<file path="src/aux_pkg.sv">
package aux_pkg;

	// Local bus
	localparam LB_ADR_WIDTH = 2;
	localparam LB_DAT_WIDTH = 32;
	localparam logic [LB_DAT_WIDTH-1:0] LB_DOUT_DEFAULT = 32'hdeadcafe;	// Unmapped or empty slot

	typedef enum logic [LB_ADR_WIDTH-1:0] {
		adr_ctl		= 2'd0,
		adr_sta		= 2'd1,
		adr_tx_fifo	= 2'd2,
		adr_rx_fifo	= 2'd3		// No receiver, default pattern only
	} lb_adr_t;

	// Control register, bit 3 reserved
	localparam CTL_WIDTH		= 5;
	localparam CTL_RUN		= 0;
	localparam CTL_IE		= 1;
	localparam CTL_MSG_SEND		= 2;
	localparam CTL_TST		= 4;	// Line toggles with beat

	// Status register
	localparam STA_WIDTH		= 16;
	localparam STA_IRQ		= 0;
	localparam STA_MSG_DONE		= 1;
	localparam STA_TX_FIFO_EP	= 5;
	localparam STA_TX_FIFO_FL	= 6;

	// TX data path
	localparam BYTE_WIDTH		= 8;
	localparam TX_WORD_WIDTH	= 9;
	localparam TX_TOKEN_BIT		= 8;	// Set means stop token

	typedef enum logic [3:0] {
		st_idle, st_en, st_run, st_re, st_fe,
		st_stp1, st_stp2, st_stp3, st_stp4,
		st_tst1, st_tst2
	} tx_state_t;

endpackage

</file>
<file path="src/aux_fifo.sv">
`timescale 1ns/10ps

module aux_fifo
#(
	parameter FIFO_WORDS = 32,
	localparam ADR_WIDTH = $clog2(FIFO_WORDS)
)
(
	input wire					CLK_IN,
	input wire					RST_IN,
	input wire					clr,		// Flush all entries
	input wire					wr,
	input wire [aux_pkg::TX_WORD_WIDTH-1:0]		din,
	input wire					rd,
	output logic [aux_pkg::TX_WORD_WIDTH-1:0]	dout,		// Oldest entry
	output logic					de,		// dout valid
	output logic [ADR_WIDTH:0]			wrds,		// Used words
	output logic					ep,
	output logic					fl
);

logic [aux_pkg::TX_WORD_WIDTH-1:0]	mem [FIFO_WORDS];
logic [ADR_WIDTH-1:0]			wp;
logic [ADR_WIDTH-1:0]			rp;
logic [ADR_WIDTH:0]			cnt;
logic					wr_ok;
logic					rd_ok;

	assign wr_ok = wr && !fl;	// Write when full is dropped
	assign rd_ok = rd && de;

// Pointers and word counter
	always_ff @ (posedge RST_IN, posedge CLK_IN)
	begin
		if (RST_IN)
		begin
			wp <= '0;
			rp <= '0;
			cnt <= '0;
		end
		else if (clr)
		begin
			wp <= '0;
			rp <= '0;
			cnt <= '0;
		end
		else
		begin
			if (wr_ok)
				wp <= wp + 1'b1;	// Wraps at power of two
			if (rd_ok)
				rp <= rp + 1'b1;

			if (wr_ok && !rd_ok)
				cnt <= cnt + 1'b1;
			else if (rd_ok && !wr_ok)
				cnt <= cnt - 1'b1;
		end
	end

// Storage
	always_ff @ (posedge CLK_IN)
	begin
		if (wr_ok)
			mem[wp] <= din;
	end

	assign dout = mem[rp];		// First word falls through
	assign ep = (cnt == '0);
	assign fl = (cnt == FIFO_WORDS);
	assign de = !ep;
	assign wrds = cnt;

	// Encoder must not pop an empty FIFO
	a_no_rd_empty : assert property (@(posedge CLK_IN) disable iff (RST_IN) rd |-> !ep)
		else $error("aux_fifo read while empty");

	a_cnt_bound : assert property (@(posedge CLK_IN) disable iff (RST_IN) wrds <= FIFO_WORDS)
		else $error("aux_fifo word count above depth");

endmodule

</file>
<file path="src/aux_lb_regs.sv">
`timescale 1ns/10ps

module aux_lb_regs
(
	input wire					CLK_IN,
	input wire					RST_IN,
	input aux_pkg::lb_adr_t				lb_adr,
	input wire					lb_wr,
	input wire					lb_rd,
	input wire [aux_pkg::LB_DAT_WIDTH-1:0]		lb_din,
	output logic [aux_pkg::LB_DAT_WIDTH-1:0]	lb_dout,
	output logic					lb_vld,
	output logic					run,
	output logic					msg_send,
	output logic					tst,
	input wire					msg_send_clr,	// From encoder
	input wire					msg_done_set,	// From encoder
	input wire					fifo_ep,
	input wire					fifo_fl,
	output logic					fifo_wr,
	output logic [aux_pkg::TX_WORD_WIDTH-1:0]	fifo_din,
	output logic					fifo_clr,
	output logic					irq
);

aux_pkg::lb_adr_t			adr_q;
logic					wr_q;
logic					rd_q;
logic [aux_pkg::LB_DAT_WIDTH-1:0]	din_q;
logic [aux_pkg::CTL_WIDTH-1:0]		ctl_r;
logic [aux_pkg::STA_WIDTH-1:0]		sta_r;
logic					ctl_wr;
logic					sta_wr;
logic					ie;
logic					msg_done;

// Bus strobes
	always_ff @ (posedge RST_IN, posedge CLK_IN)
	begin
		if (RST_IN)
		begin
			wr_q <= 1'b0;
			rd_q <= 1'b0;
		end
		else
		begin
			wr_q <= lb_wr;
			rd_q <= lb_rd;
		end
	end

// Bus address and data
	always_ff @ (posedge CLK_IN)
	begin
		adr_q <= lb_adr;
		din_q <= lb_din;
	end

	// Address decode
	assign ctl_wr = wr_q && (adr_q == aux_pkg::adr_ctl);
	assign sta_wr = wr_q && (adr_q == aux_pkg::adr_sta);
	assign fifo_wr = wr_q && (adr_q == aux_pkg::adr_tx_fifo);
	assign fifo_din = din_q[aux_pkg::TX_WORD_WIDTH-1:0];	// Token bit plus byte

// Control register
	always_ff @ (posedge RST_IN, posedge CLK_IN)
	begin
		if (RST_IN)
			ctl_r <= '0;
		else if (ctl_wr)
			ctl_r <= din_q[aux_pkg::CTL_WIDTH-1:0];
		else if (msg_send_clr)
			ctl_r[aux_pkg::CTL_MSG_SEND] <= 1'b0;	// Encoder took the message
	end

	assign run = ctl_r[aux_pkg::CTL_RUN];
	assign ie = ctl_r[aux_pkg::CTL_IE];
	assign msg_send = ctl_r[aux_pkg::CTL_MSG_SEND];
	assign tst = ctl_r[aux_pkg::CTL_TST];

// Sticky flags, write 1 to clear
	always_ff @ (posedge RST_IN, posedge CLK_IN)
	begin
		if (RST_IN)
		begin
			msg_done <= 1'b0;
			irq <= 1'b0;
		end
		else if (!run)
		begin
			msg_done <= 1'b0;
			irq <= 1'b0;
		end
		else
		begin
			if (msg_done_set)
				msg_done <= 1'b1;
			else if (sta_wr && din_q[aux_pkg::STA_MSG_DONE])
				msg_done <= 1'b0;

			// Only message done can interrupt
			if (ie && msg_done_set)
				irq <= 1'b1;
			else if (sta_wr && din_q[aux_pkg::STA_IRQ])
				irq <= 1'b0;
		end
	end

// FIFO flush follows run
	always_ff @ (posedge RST_IN, posedge CLK_IN)
	begin
		if (RST_IN)
			fifo_clr <= 1'b1;
		else
			fifo_clr <= !run;
	end

// Status word
	always_comb
	begin
		sta_r = '0;
		sta_r[aux_pkg::STA_IRQ] = irq;
		sta_r[aux_pkg::STA_MSG_DONE] = msg_done;
		sta_r[aux_pkg::STA_TX_FIFO_EP] = fifo_ep;
		sta_r[aux_pkg::STA_TX_FIFO_FL] = fifo_fl;
	end

// Read mux
	always_comb
	begin
		lb_dout = '0;
		case (adr_q)
			aux_pkg::adr_ctl :
				lb_dout[aux_pkg::CTL_WIDTH-1:0] = ctl_r;
			aux_pkg::adr_sta :
				lb_dout[aux_pkg::STA_WIDTH-1:0] = sta_r;
			default :
				lb_dout = aux_pkg::LB_DOUT_DEFAULT;	// TX FIFO and RX slot
		endcase
	end

	assign lb_vld = rd_q;		// One clock after the read strobe

	// Interrupt needs IE in the cycle the encoder reports done
	a_irq_ie : assert property (@(posedge CLK_IN) disable iff (RST_IN) $rose(irq) |-> $past(ie))
		else $error("aux_lb_regs irq raised with IE clear");

endmodule

</file>
<file path="src/aux_tx_encoder.sv">
`timescale 1ns/10ps

module aux_tx_encoder
(
	input wire					CLK_IN,
	input wire					RST_IN,
	input wire					BEAT_IN,	// Half-bit strobe
	input wire					run,
	input wire					msg_send,
	input wire					tst,
	input wire [aux_pkg::TX_WORD_WIDTH-1:0]		fifo_dout,
	input wire					fifo_de,
	input wire					fifo_ep,
	output logic					fifo_rd,
	output logic					msg_send_clr,
	output logic					msg_done_set,
	output logic					aux_en,
	output logic					aux_tx
);

localparam CNT_WIDTH = $clog2(aux_pkg::BYTE_WIDTH);

aux_pkg::tx_state_t			st_cur;
aux_pkg::tx_state_t			st_nxt;
logic [1:0]				beat_sr;	// Sampled beat, newest in bit 0
logic					beat_re;
logic					beat_fe;
logic [aux_pkg::BYTE_WIDTH-1:0]		shft;
logic [CNT_WIDTH-1:0]			shft_cnt;
logic					shft_ld;
logic					shft_nxt;
logic					shft_out;
logic					shft_end;
logic					en_set;
logic					en_clr;
logic					tx_set;
logic					tx_clr;

// Beat edge detector
	always_ff @ (posedge RST_IN, posedge CLK_IN)
	begin
		if (RST_IN)
		begin
			beat_sr <= 2'b00;
			beat_re <= 1'b0;
			beat_fe <= 1'b0;
		end
		else
		begin
			if (run)
				beat_sr <= {beat_sr[0], BEAT_IN};
			beat_re <= run && beat_sr[0] && !beat_sr[1];
			beat_fe <= run && !beat_sr[0] && beat_sr[1];
		end
	end

// State register
	always_ff @ (posedge RST_IN, posedge CLK_IN)
	begin
		if (RST_IN)
			st_cur <= aux_pkg::st_idle;
		else if (run)
			st_cur <= st_nxt;
		else
			st_cur <= aux_pkg::st_idle;
	end

// Next state and strobes
	always_comb
	begin
		st_nxt = st_cur;	// Hold by default
		en_set = 1'b0;
		en_clr = 1'b0;
		tx_set = 1'b0;
		tx_clr = 1'b0;
		shft_ld = 1'b0;
		shft_nxt = 1'b0;
		fifo_rd = 1'b0;
		msg_send_clr = 1'b0;
		msg_done_set = 1'b0;

		case (st_cur)
			aux_pkg::st_idle :
			begin
				if (tst)
				begin
					en_set = 1'b1;		// Test drives at once
					st_nxt = aux_pkg::st_tst1;
				end
				else if (msg_send)
				begin
					msg_send_clr = 1'b1;
					st_nxt = aux_pkg::st_en;
				end
			end

			aux_pkg::st_en :
				if (beat_fe)
				begin
					en_set = 1'b1;
					st_nxt = aux_pkg::st_run;
				end

			aux_pkg::st_run :
			begin
				if (fifo_de)
				begin
					fifo_rd = 1'b1;
					if (fifo_dout[aux_pkg::TX_TOKEN_BIT])
						st_nxt = aux_pkg::st_stp1;
					else
					begin
						shft_ld = 1'b1;
						st_nxt = aux_pkg::st_re;
					end
				end
				else if (fifo_ep && beat_re)
				begin
					// Message over, release the line
					en_clr = 1'b1;
					tx_clr = 1'b1;
					msg_done_set = 1'b1;
					st_nxt = aux_pkg::st_idle;
				end
			end

			// First half of the bit cell
			aux_pkg::st_re :
				if (beat_re)
				begin
					tx_set = shft_out;
					tx_clr = !shft_out;
					st_nxt = aux_pkg::st_fe;
				end

			// Second half, inverted
			aux_pkg::st_fe :
				if (beat_fe)
				begin
					tx_set = !shft_out;
					tx_clr = shft_out;
					if (shft_end)
						st_nxt = aux_pkg::st_run;
					else
					begin
						shft_nxt = 1'b1;
						st_nxt = aux_pkg::st_re;
					end
				end

			// Stop token, two beats high
			aux_pkg::st_stp1 :
				if (beat_re)
				begin
					tx_set = 1'b1;
					st_nxt = aux_pkg::st_stp2;
				end

			aux_pkg::st_stp2 :
				if (beat_re)
					st_nxt = aux_pkg::st_stp3;

			// Then two beats low
			aux_pkg::st_stp3 :
				if (beat_re)
				begin
					tx_clr = 1'b1;
					st_nxt = aux_pkg::st_stp4;
				end

			aux_pkg::st_stp4 :
				if (beat_re)
					st_nxt = aux_pkg::st_run;

			aux_pkg::st_tst1 :
				if (!tst)
				begin
					en_clr = 1'b1;
					tx_clr = 1'b1;
					st_nxt = aux_pkg::st_idle;
				end
				else if (beat_re)
				begin
					tx_set = 1'b1;
					st_nxt = aux_pkg::st_tst2;
				end

			aux_pkg::st_tst2 :
				if (!tst)
				begin
					en_clr = 1'b1;
					tx_clr = 1'b1;
					st_nxt = aux_pkg::st_idle;
				end
				else if (beat_fe)
				begin
					tx_clr = 1'b1;
					st_nxt = aux_pkg::st_tst1;
				end

			default :
				st_nxt = aux_pkg::st_idle;
		endcase
	end

// Byte shifter, MSB first
	always_ff @ (posedge CLK_IN)
	begin
		if (shft_ld)
		begin
			shft <= fifo_dout[aux_pkg::BYTE_WIDTH-1:0];
			shft_cnt <= CNT_WIDTH'(aux_pkg::BYTE_WIDTH - 1);
		end
		else if (shft_nxt)
		begin
			shft <= {shft[aux_pkg::BYTE_WIDTH-2:0], 1'b0};
			shft_cnt <= shft_cnt - 1'b1;
		end
	end

	assign shft_out = shft[aux_pkg::BYTE_WIDTH-1];
	assign shft_end = (shft_cnt == '0);	// Last bit on the line

// Line output registers
	always_ff @ (posedge RST_IN, posedge CLK_IN)
	begin
		if (RST_IN)
		begin
			aux_en <= 1'b0;
			aux_tx <= 1'b0;
		end
		else if (!run)
		begin
			aux_en <= 1'b0;
			aux_tx <= 1'b0;
		end
		else
		begin
			if (en_set)
				aux_en <= 1'b1;
			else if (en_clr)
				aux_en <= 1'b0;

			if (tx_set)
				aux_tx <= 1'b1;
			else if (tx_clr)
				aux_tx <= 1'b0;
		end
	end

	a_rd_de : assert property (@(posedge CLK_IN) disable iff (RST_IN) fifo_rd |-> fifo_de)
		else $error("aux_tx_encoder fifo_rd without data");

	// Line idles low outside a message
	a_tx_quiet : assert property (@(posedge CLK_IN) disable iff (RST_IN)
		(!aux_en && !(st_cur inside {aux_pkg::st_tst1, aux_pkg::st_tst2})) |-> !aux_tx)
		else $error("aux_tx_encoder line active while disabled");

endmodule

</file>
<file path="src/aux_tx_top.sv">
`timescale 1ns/10ps

module aux_tx_top
#(
	parameter FIFO_WORDS = 32		// TX FIFO depth, power of two
)
(
	input wire					CLK_IN,
	input wire					RST_IN,
	input aux_pkg::lb_adr_t				lb_adr,
	input wire					lb_wr,
	input wire					lb_rd,
	input wire [aux_pkg::LB_DAT_WIDTH-1:0]		lb_din,
	output logic [aux_pkg::LB_DAT_WIDTH-1:0]	lb_dout,
	output logic					lb_vld,
	input wire					BEAT_IN,
	output logic					AUX_EN_OUT,
	output logic					AUX_TX_OUT,
	output logic					IRQ_OUT
);

logic					run;
logic					msg_send;
logic					tst;
logic					msg_send_clr;
logic					msg_done_set;
logic					fifo_wr;
logic [aux_pkg::TX_WORD_WIDTH-1:0]	fifo_din;
logic					fifo_clr;
logic					fifo_rd;
logic [aux_pkg::TX_WORD_WIDTH-1:0]	fifo_dout;
logic					fifo_de;
logic					fifo_ep;
logic					fifo_fl;

	// Host registers
	aux_lb_regs REGS_INST
	(
		.CLK_IN		(CLK_IN),
		.RST_IN		(RST_IN),
		.lb_adr		(lb_adr),
		.lb_wr		(lb_wr),
		.lb_rd		(lb_rd),
		.lb_din		(lb_din),
		.lb_dout	(lb_dout),
		.lb_vld		(lb_vld),
		.run		(run),
		.msg_send	(msg_send),
		.tst		(tst),
		.msg_send_clr	(msg_send_clr),
		.msg_done_set	(msg_done_set),
		.fifo_ep	(fifo_ep),
		.fifo_fl	(fifo_fl),
		.fifo_wr	(fifo_wr),
		.fifo_din	(fifo_din),
		.fifo_clr	(fifo_clr),
		.irq		(IRQ_OUT)
	);

	aux_fifo #(.FIFO_WORDS (FIFO_WORDS)) TX_FIFO_INST
	(
		.CLK_IN		(CLK_IN),
		.RST_IN		(RST_IN),
		.clr		(fifo_clr),
		.wr		(fifo_wr),
		.din		(fifo_din),
		.rd		(fifo_rd),
		.dout		(fifo_dout),
		.de		(fifo_de),
		.wrds		(),		// No status bit for it
		.ep		(fifo_ep),
		.fl		(fifo_fl)
	);

	// Manchester line driver
	aux_tx_encoder TX_ENC_INST
	(
		.CLK_IN		(CLK_IN),
		.RST_IN		(RST_IN),
		.BEAT_IN	(BEAT_IN),
		.run		(run),
		.msg_send	(msg_send),
		.tst		(tst),
		.fifo_dout	(fifo_dout),
		.fifo_de	(fifo_de),
		.fifo_ep	(fifo_ep),
		.fifo_rd	(fifo_rd),
		.msg_send_clr	(msg_send_clr),
		.msg_done_set	(msg_done_set),
		.aux_en		(AUX_EN_OUT),
		.aux_tx		(AUX_TX_OUT)
	);

endmodule

</file>
<file path="config.mk">
export PLATFORM = sky130hd
export DESIGN_NAME = aux_tx_top
export DESIGN_NICKNAME = d
export VERILOG_FILES = /design/src/aux_pkg.sv /design/src/aux_fifo.sv /design/src/aux_lb_regs.sv /design/src/aux_tx_encoder.sv /design/src/aux_tx_top.sv
export SDC_FILE = /design/constraint.sdc
export NUM_CORES = 1
export LEC_CHECK = 0
export ABC_AREA = 1
export BUFFER_PORTS_ARGS = -buffer_cell sky130_fd_sc_hd__buf_2
export CELL_PAD_IN_SITES_DETAIL_PLACEMENT = 1
export CELL_PAD_IN_SITES_GLOBAL_PLACEMENT = 1
export CORE_MARGIN = 2
export CORE_UTILIZATION = 40
export DETAILED_ROUTE_END_ITERATION = 8
export PLACE_DENSITY_LB_ADDON = 0.1
export SLEW_MARGIN = 20
export SYNTH_ARGS = -nofsm -noshare
export SYNTH_HDL_FRONTEND = slang
export SYNTH_SLANG_ARGS = --single-unit
</file>
<file path="constraint.sdc">
create_clock -name CLK_IN -period 2.4 [get_ports CLK_IN]
set_clock_uncertainty 0.05 [all_clocks]
set_input_delay 0.24 -clock CLK_IN [delete_from_list [all_inputs] [get_ports CLK_IN]]
set_output_delay 0.24 -clock CLK_IN [all_outputs]
set_load 0.05 [all_outputs]
</file>
# Yosys cells after proc, flatten, opt, wreduce, memory -nomap -nowiden
# Memories as Yosys holds them, arrays and structs flattened.
# Cells that the tools add are included.
word_totals:
  ff_bits: 58
  mem_bits_rw: 288
  output_inout_bits: 36
  memories: 1
memory_table:
  columns: ["memory", "depth", "width", "rd", "rd_ports_with_merged_regs", "write_ports", "line", "rtl"]
  rows:
  - ["TX_FIFO_INST.mem", 32, 9, 1, 0, 1, "aux_fifo.sv:22", "logic [aux_pkg::TX_WORD_WIDTH-1:0] mem [FIFO_WORDS];"]
op_classes:
  add_sub_neg: 5
  n_eq_ne: 28
  n_mux: 75
  n_reduce_logical: 35
ops:
  columns: ["cell", "n"]
  rows:
  - ["$mux W4", 16]
  - ["$pmux W4 S11", 1]
  - ["$mux W1", 41]
  - ["$ne A3 B2 Y1 const B", 8]
  - ["$pmux W11 S2", 1]
  - ["$mux W5", 4]
  - ["$mux W6", 3]
  - ["$eq A4 B3 Y1 const B", 4]
  - ["$mux W16", 1]
  - ["$mux W8", 2]
  - ["$logic_and A1 B1 Y1", 15]
  - ["$eq A4 B4 Y1 const B", 3]
  - ["$ne A4 B3 Y1 const B", 3]
  - ["$reduce_and A11 Y1", 1]
  - ["$add A5 B1 Y5 const B", 2]
  - ["$pmux W5 S2", 1]
  - ["$eq A4 B2 Y1 const B", 2]
  - ["$logic_not A1 Y1", 8]
  - ["$reduce_bool A2 Y1", 4]
  - ["$add A6 B1 Y6 const B", 1]
  - ["$eq A6 B6 Y1 const B", 1]
  - ["$logic_not A6 Y1", 1]
  - ["$ne A3 B1 Y1 const B", 2]
  - ["$pmux W1 S6", 1]
  - ["other kinds (15)", 17]

# Logic depth before layout (Yosys ltp)
depth:
  word_depth: 8
  depth_mapped: 15

# Hierarchy
# From an unflattened synthesis, not the netlist that was laid out.
unflattened:
  cells_unflattened: 1404
  area_unflattened_um2: 15082.0
modules_own_cells:
  columns: ["module", "n_inst", "cells_each", "area_each_um2"]
  rows:
  - ["aux_fifo", 1, 1101, 12801.0]
  - ["aux_tx_encoder", 1, 206, 1378.8]
  - ["aux_lb_regs", 1, 97, 902.1]

# Worst setup path after synthesis
# OpenSTA, ideal clock, no wires.
synth_path:
  kind: "reg2reg"
  startpoint: "register TX_FIFO_INST.cnt[0] (netlist: TX_FIFO_INST.wrds[0])"
  endpoint: "register TX_FIFO_INST.cnt[4] (netlist: TX_FIFO_INST.wrds[4])"
  t_arrival_ps: 1981
  required_time_ps: 2222
  setup_slack_ps: 242
  path_stages_with_launch: 11
  path_buffers: 0
  synth_period_minus_slack_ps: 2158
  cell_sequence: "dfrtp_1 nor2_1 nand4_1 nand2_1 inv_1 nand2_1 inv_1 fa_1 o221ai_1 xnor2_1 o22ai_1"
synth_via:
  elab_chain_cells: 8
  word_cells_on_any_way: 18
synth_rtl:
  columns: ["element", "line", "rtl"]
  rows:
  - ["start, declared", "aux_fifo.sv:25", "logic [ADR_WIDTH:0] cnt;"]
  - ["start signal, assigned", "aux_fifo.sv:55", "cnt <= cnt + 1'b1;"]
  - ["start signal, assigned", "aux_fifo.sv:57", "cnt <= cnt - 1'b1;"]
  - ["parallel branches: the longest is 8 deep, another holds $sub A6 B1 Y6", null, null]
# Several ways; the timed one is not identified. The select of a mux whose other input is x is not followed.
# A chain may end at the register's enable or synchronous reset.

# Worst setup path after layout
layout_path:
  startpoint: "register TX_ENC_INST.st_cur[0]"
  endpoint: "register TX_FIFO_INST.cnt[4] (netlist: TX_FIFO_INST.wrds[4])"
layout_via:
  elab_chain_cells: 7
  word_cells_on_any_way: 9
layout_rtl:
  columns: ["element", "line", "rtl"]
  rows:
  - ["start, declared", "aux_tx_encoder.sv:23", "aux_pkg::tx_state_t st_cur;"]
  - ["start signal, assigned", "aux_tx_encoder.sv:61", "st_cur <= aux_pkg::st_idle;"]
  - ["start signal, assigned", "aux_tx_encoder.sv:63", "st_cur <= st_nxt;"]
  - ["start signal, assigned", "aux_tx_encoder.sv:65", "st_cur <= aux_pkg::st_idle;"]
  - ["$eq A4 B2 Y1 (*)", "aux_tx_encoder.sv:82", "case (st_cur)"]
  - ["$mux W1 (*)", "aux_tx_encoder.sv:82", null]
  - ["$logic_and A1 B1 Y1 (*)", "aux_fifo.sv:30", "assign rd_ok = rd && de;"]
  - ["$logic_not A1 Y1", "aux_fifo.sv:54", "if (wr_ok && !rd_ok)"]
  - ["$logic_and A1 B1 Y1", "aux_fifo.sv:54", null]
  - ["$mux W6", "aux_fifo.sv:54", null]
  - ["$mux W6", "aux_fifo.sv:41", "else if (clr)"]
# Every way passes the cells marked *; elsewhere a longest branch is shown, timed or not.

==> impl_metrics.csv <==
group,metric,value,unit
floorplan,die_x,195,µm
floorplan,die_area,0.0381,mm²
floorplan,die_height,195,µm
sta,hold_viol,0,
yosys,yosys_warnings,0,
hold_path,hold_class,"in2reg",
hold_path,min_from,"lb_din[2]",
sta,slew-limit-headroom,0.449,
yosys,syn_inst,1326,
power_and_ir_drop,p_sw_frac,0.315,
placed_design,port_buffers,42,
yosys,synth_area,0.0146,mm²
sta,period_minus_slack,2.29,ns
clock_network,cts_sinks,346,
power_and_ir_drop,p_int,12.1,mW
sta,worst_pin_slew,0.823,ns
yosys,ys_ff_latch,346,
hold_path,hold_end,"REGS_INST.din_q[2]",
global_routing,antenna_found_initial,0,
worst_setup_path,r2r_slack,0.11,ns
route,postRouteAntennaNets,0,
worst_setup_path,r2r_start,"TX_ENC_INST.st_cur[0]",
layout,fin_cells,1908,
floorplan,num_rows,69,
sta,max_freq,0.438,GHz
yosys,synth_area_per_cell,11.0,µm²
clock_network,cts_buffers,38,
clock_network,tritoncts,"done",
floorplan,io_pins,75,
global_routing,first_global_vias,10400,
power_and_ir_drop,p_comb_frac,0.257,
floorplan,coreArea,0.0357,mm²
global_routing,grt_overflow,0,
route,drcViolationCount,0,
layout,final_area,0.0171,mm²
placed_design,gp_congestion,0.784,
flow_run,drv_cap,0,
route,vias,9898,
yosys,ys_seq_area_frac,0.690,
layout,layout_common_cells,"edfxtp_1, nand2_1, nor2_1, o21ai_0, nand3_1",
placed_design,place_area,0.0155,mm²
clock_network,htree_levels,2,
placed_design,dp.cells,1823,
worst_setup_path,r2r_cells,10,
global_routing,grt_max_degree,50,
sta,post-route-period-util,0.952,
sta,holdWs,0.293,ns
clock_network,ctsRootBufferMaster,"clkbuf_16",
power_and_ir_drop,p_sw,5.56,mW
layout,mostFrequentLayoutCell,"edfxtp_1",
power_and_ir_drop,power.share.sequential,0.392,
sta,final-setup-viol-count,0,
clock_network,clkTransAtPathRegs,0.06,ns
worst_setup_path,crit_arrival,2.65,ns
layout,n_antenna_cell,0,
hold_path,whs_path_depth,2,
worst_setup_path,cp.required,2.76,ns
route,post_drt_wl_per_cell,21.3,µm
route,first_iter_violations,662,
sta,slew_violations,0,
worst_setup_path,cpPeakStageDelay,0.44,ns
clock_network,cts.path.max_buffers,3,
status,outcome,"finished, final reports clean",
power_and_ir_drop,leakage,6.49,nW
sta,rsz0062_at_grt,"true",
layout,synthToLayoutAreaGrowth,17.2,%
route,wl,40.6,mm
worst_setup_path,critical_path_class,"reg2reg",
placed_design,hpwl,25.3,mm
layout,fill_cells,3856,
global_routing,grt.total_usage,0.217,
route,vias_per_cell,5.19,
power_and_ir_drop,p_per_area,1030,mW/mm²
layout,final_layout_size_suffix_gt1_frac,0.141,
power_and_ir_drop,pwr-share-clk,0.351,
clock_network,clock_latency,0.53,ns
worst_setup_path,crit_slowest_cell,"dfrtp_1",
global_routing,grt_pass1_wl,62.3,mm
power_and_ir_drop,ir_drop,0.676,mV
worst_setup_path,worstReg2RegEnd,"TX_FIFO_INST.wrds[4]",
floorplan,start_util,0.409,
yosys,yosysUniqueCellTypes,38,
worst_setup_path,worstPathCellList,"nor2_4 > nand2_1 > inv_1 > nand2_1 > nand2_4 > inv_1 > fa_1 > o221ai_1 > xnor2_1 > o22ai_1",
worst_setup_path,path_max_fanout,7,
worst_setup_path,cp-end-kind,"flip-flop",
route,dr.pass1.iters,4,
layout,nNetsFinal,1470,
worst_setup_path,startpoint_type,"flip-flop",
## metal layers
layer	GRT usage	vias to the layer above	routed length, µm
li1	-	4733	-
met1	0.295	4978	18800
met3	0.0285	48	1230
met5	0	-	0
met2	0.369	139	19800
met4	0.0560	0	726
## layout make-up
cell class	count	area, µm²	share of cell area
tap	461	577	0.0337
multi-input combinational	838	3860	0.225
timing repair buffer	127	1040	0.0607
inverter	68	264	0.0154
clock inverter	20	295	0.0172
clock buffer	48	1010	0.0590
sequential	346	10100	0.589
## per-stage QoR
stage / total power [mW] / setup TNS (ns) / util / setup slack, ns
floorplan: 9.99 / 0 / - / 0.242
global placement: 11.4 / 0 / 0.435 / 0.0336
detailed placement: 11.5 / -0.0507 / 0.435 / -0.0389
CTS: 17.7 / 0 / 0.475 / 0.0141
global route: 18.6 / -0.0942 / 0.479 / -0.0899
finish: 17.7 / 0 / 0.479 / 0.115
## critical path: cells and delay by family (launching register included)
| kind | cells | cell delay, ns |
|---|---|---|
| DFF | 1 | 0.44 |
| AOI/OAI and AO/OA | 2 | 0.36 |
| xor gates and xnor gates | 1 | 0.16 |
| adders and majority gates | 1 | 0.40 |
| and+or+nand+nor | 4 | 0.60 |
| buffers and inverters | 2 | 0.17 |
## cells in the mapped netlist
cell	instances	area (µm²)
edfxtp_1	296	8890
nand2_1	244	916
nor2_1	244	916
o21ai_0	128	641
nand3_1	83	415
inv_1	59	221
dfrtp_1	35	876
a21oi_1	34	170
buf_4	32	240
buf_2	23	115
o21ai_1	21	105
clkbuf_1	16	60.1
o22ai_1	15	93.8
dfxtp_1	14	280
o211ai_1	14	105
ha_1	11	138
buf_6	8	90.1
nor3_1	8	40.0
inv_2	5	18.8
clkinv_1	4	15.0
a31oi_1	3	18.8
buf_1	3	11.3
nand4_1	3	18.8
xor2_1	3	26.3
a211oi_1	2	15.0
nand2_2	2	12.5
nand3b_1	2	15.0
nor2_2	2	12.5
nor4_1	2	12.5
o221ai_1	2	17.5
a22o_1	1	8.76
conb_1	1	3.75
dfstp_2	1	26.3
fa_1	1	20.0
nand3_2	1	10.0
nor2_4	1	11.3
o2111ai_1	1	8.76
xnor2_1	1	8.76
## timing repair
action | 4_1_cts | 5_1_grt
resized for setup | 1 | 34
endpoints found under the setup margin | 2 | 199
hold buffers | 15 | 0
pin swaps | 0 | 1
gates cloned | 0 | 1
buffers inserted | 0 | 1
hold endpoints to repair | 49 | 0
## registers in the layout, summed over array words and instances, names as in the netlist
name,count
TX_ENC_INST.beat_fe,1
TX_ENC_INST.aux_en,1
TX_FIFO_INST.mem,288
TX_FIFO_INST.rp,5
REGS_INST.msg_done,1
REGS_INST.din_q,9
REGS_INST.wr_q,1
TX_FIFO_INST.wp,5
TX_ENC_INST.shft,8
REGS_INST.adr_q,2
TX_ENC_INST.beat_re,1
REGS_INST.ctl_r,5
REGS_INST.fifo_clr,1
REGS_INST.lb_vld,1
TX_ENC_INST.beat_sr,2
TX_ENC_INST.shft_cnt,3
REGS_INST.irq,1
TX_FIFO_INST.wrds,6
TX_ENC_INST.aux_tx,1
TX_ENC_INST.st_cur,4
## power by group through the flow
stage          registers, mW  logic (mW)  clock network, mW
2_1_floorplan           7.05        2.94                  0
3_3_place_gp            7.02        4.36                  0
3_5_place_dp            7.03        4.44                  0
4_1_cts                 6.91        4.50               6.31
5_1_grt                 6.95        5.10               6.55
6_report                6.92        4.55               6.20
## logic make-up (layout without fill, tap and decap cells)
kind of cell | after synthesis | after routing | synth area share
adder cells (fa/ha/maj) | 12 | 12 | 0.0108
buffers and inverters | 150 | 263 | 0.0529
other | 1 | 9 | 0.000257
AO/OA/AOI/OAI | 221 | 221 | 0.0811
flip-flops | 346 | 346 | 0.690
AND/OR/NAND/NOR | 592 | 592 | 0.163
XOR/XNOR | 4 | 4 | 0.00240
## worst max path at each step
stage	slack [ns]	to	cells past startpoint	from
3_3_place_gp	0.03	TX_FIFO_INST.wrds[4]	10	TX_FIFO_INST.wrds[2]
6_report	0.11	TX_FIFO_INST.wrds[4]	10	TX_ENC_INST.st_cur[0]
5_1_grt	-0.09	TX_FIFO_INST.wrds[5]	14	TX_ENC_INST.st_cur[0]
2_1_floorplan	0.24	TX_FIFO_INST.wrds[4]	10	TX_FIFO_INST.wrds[0]
4_1_cts	0.01	TX_FIFO_INST.mem[20][1]	7	TX_FIFO_INST.wrds[2]
3_5_place_dp	-0.04	TX_FIFO_INST.wrds[4]	10	TX_FIFO_INST.wrds[2]
Note: power is estimated with default switching activity, not from simulation.
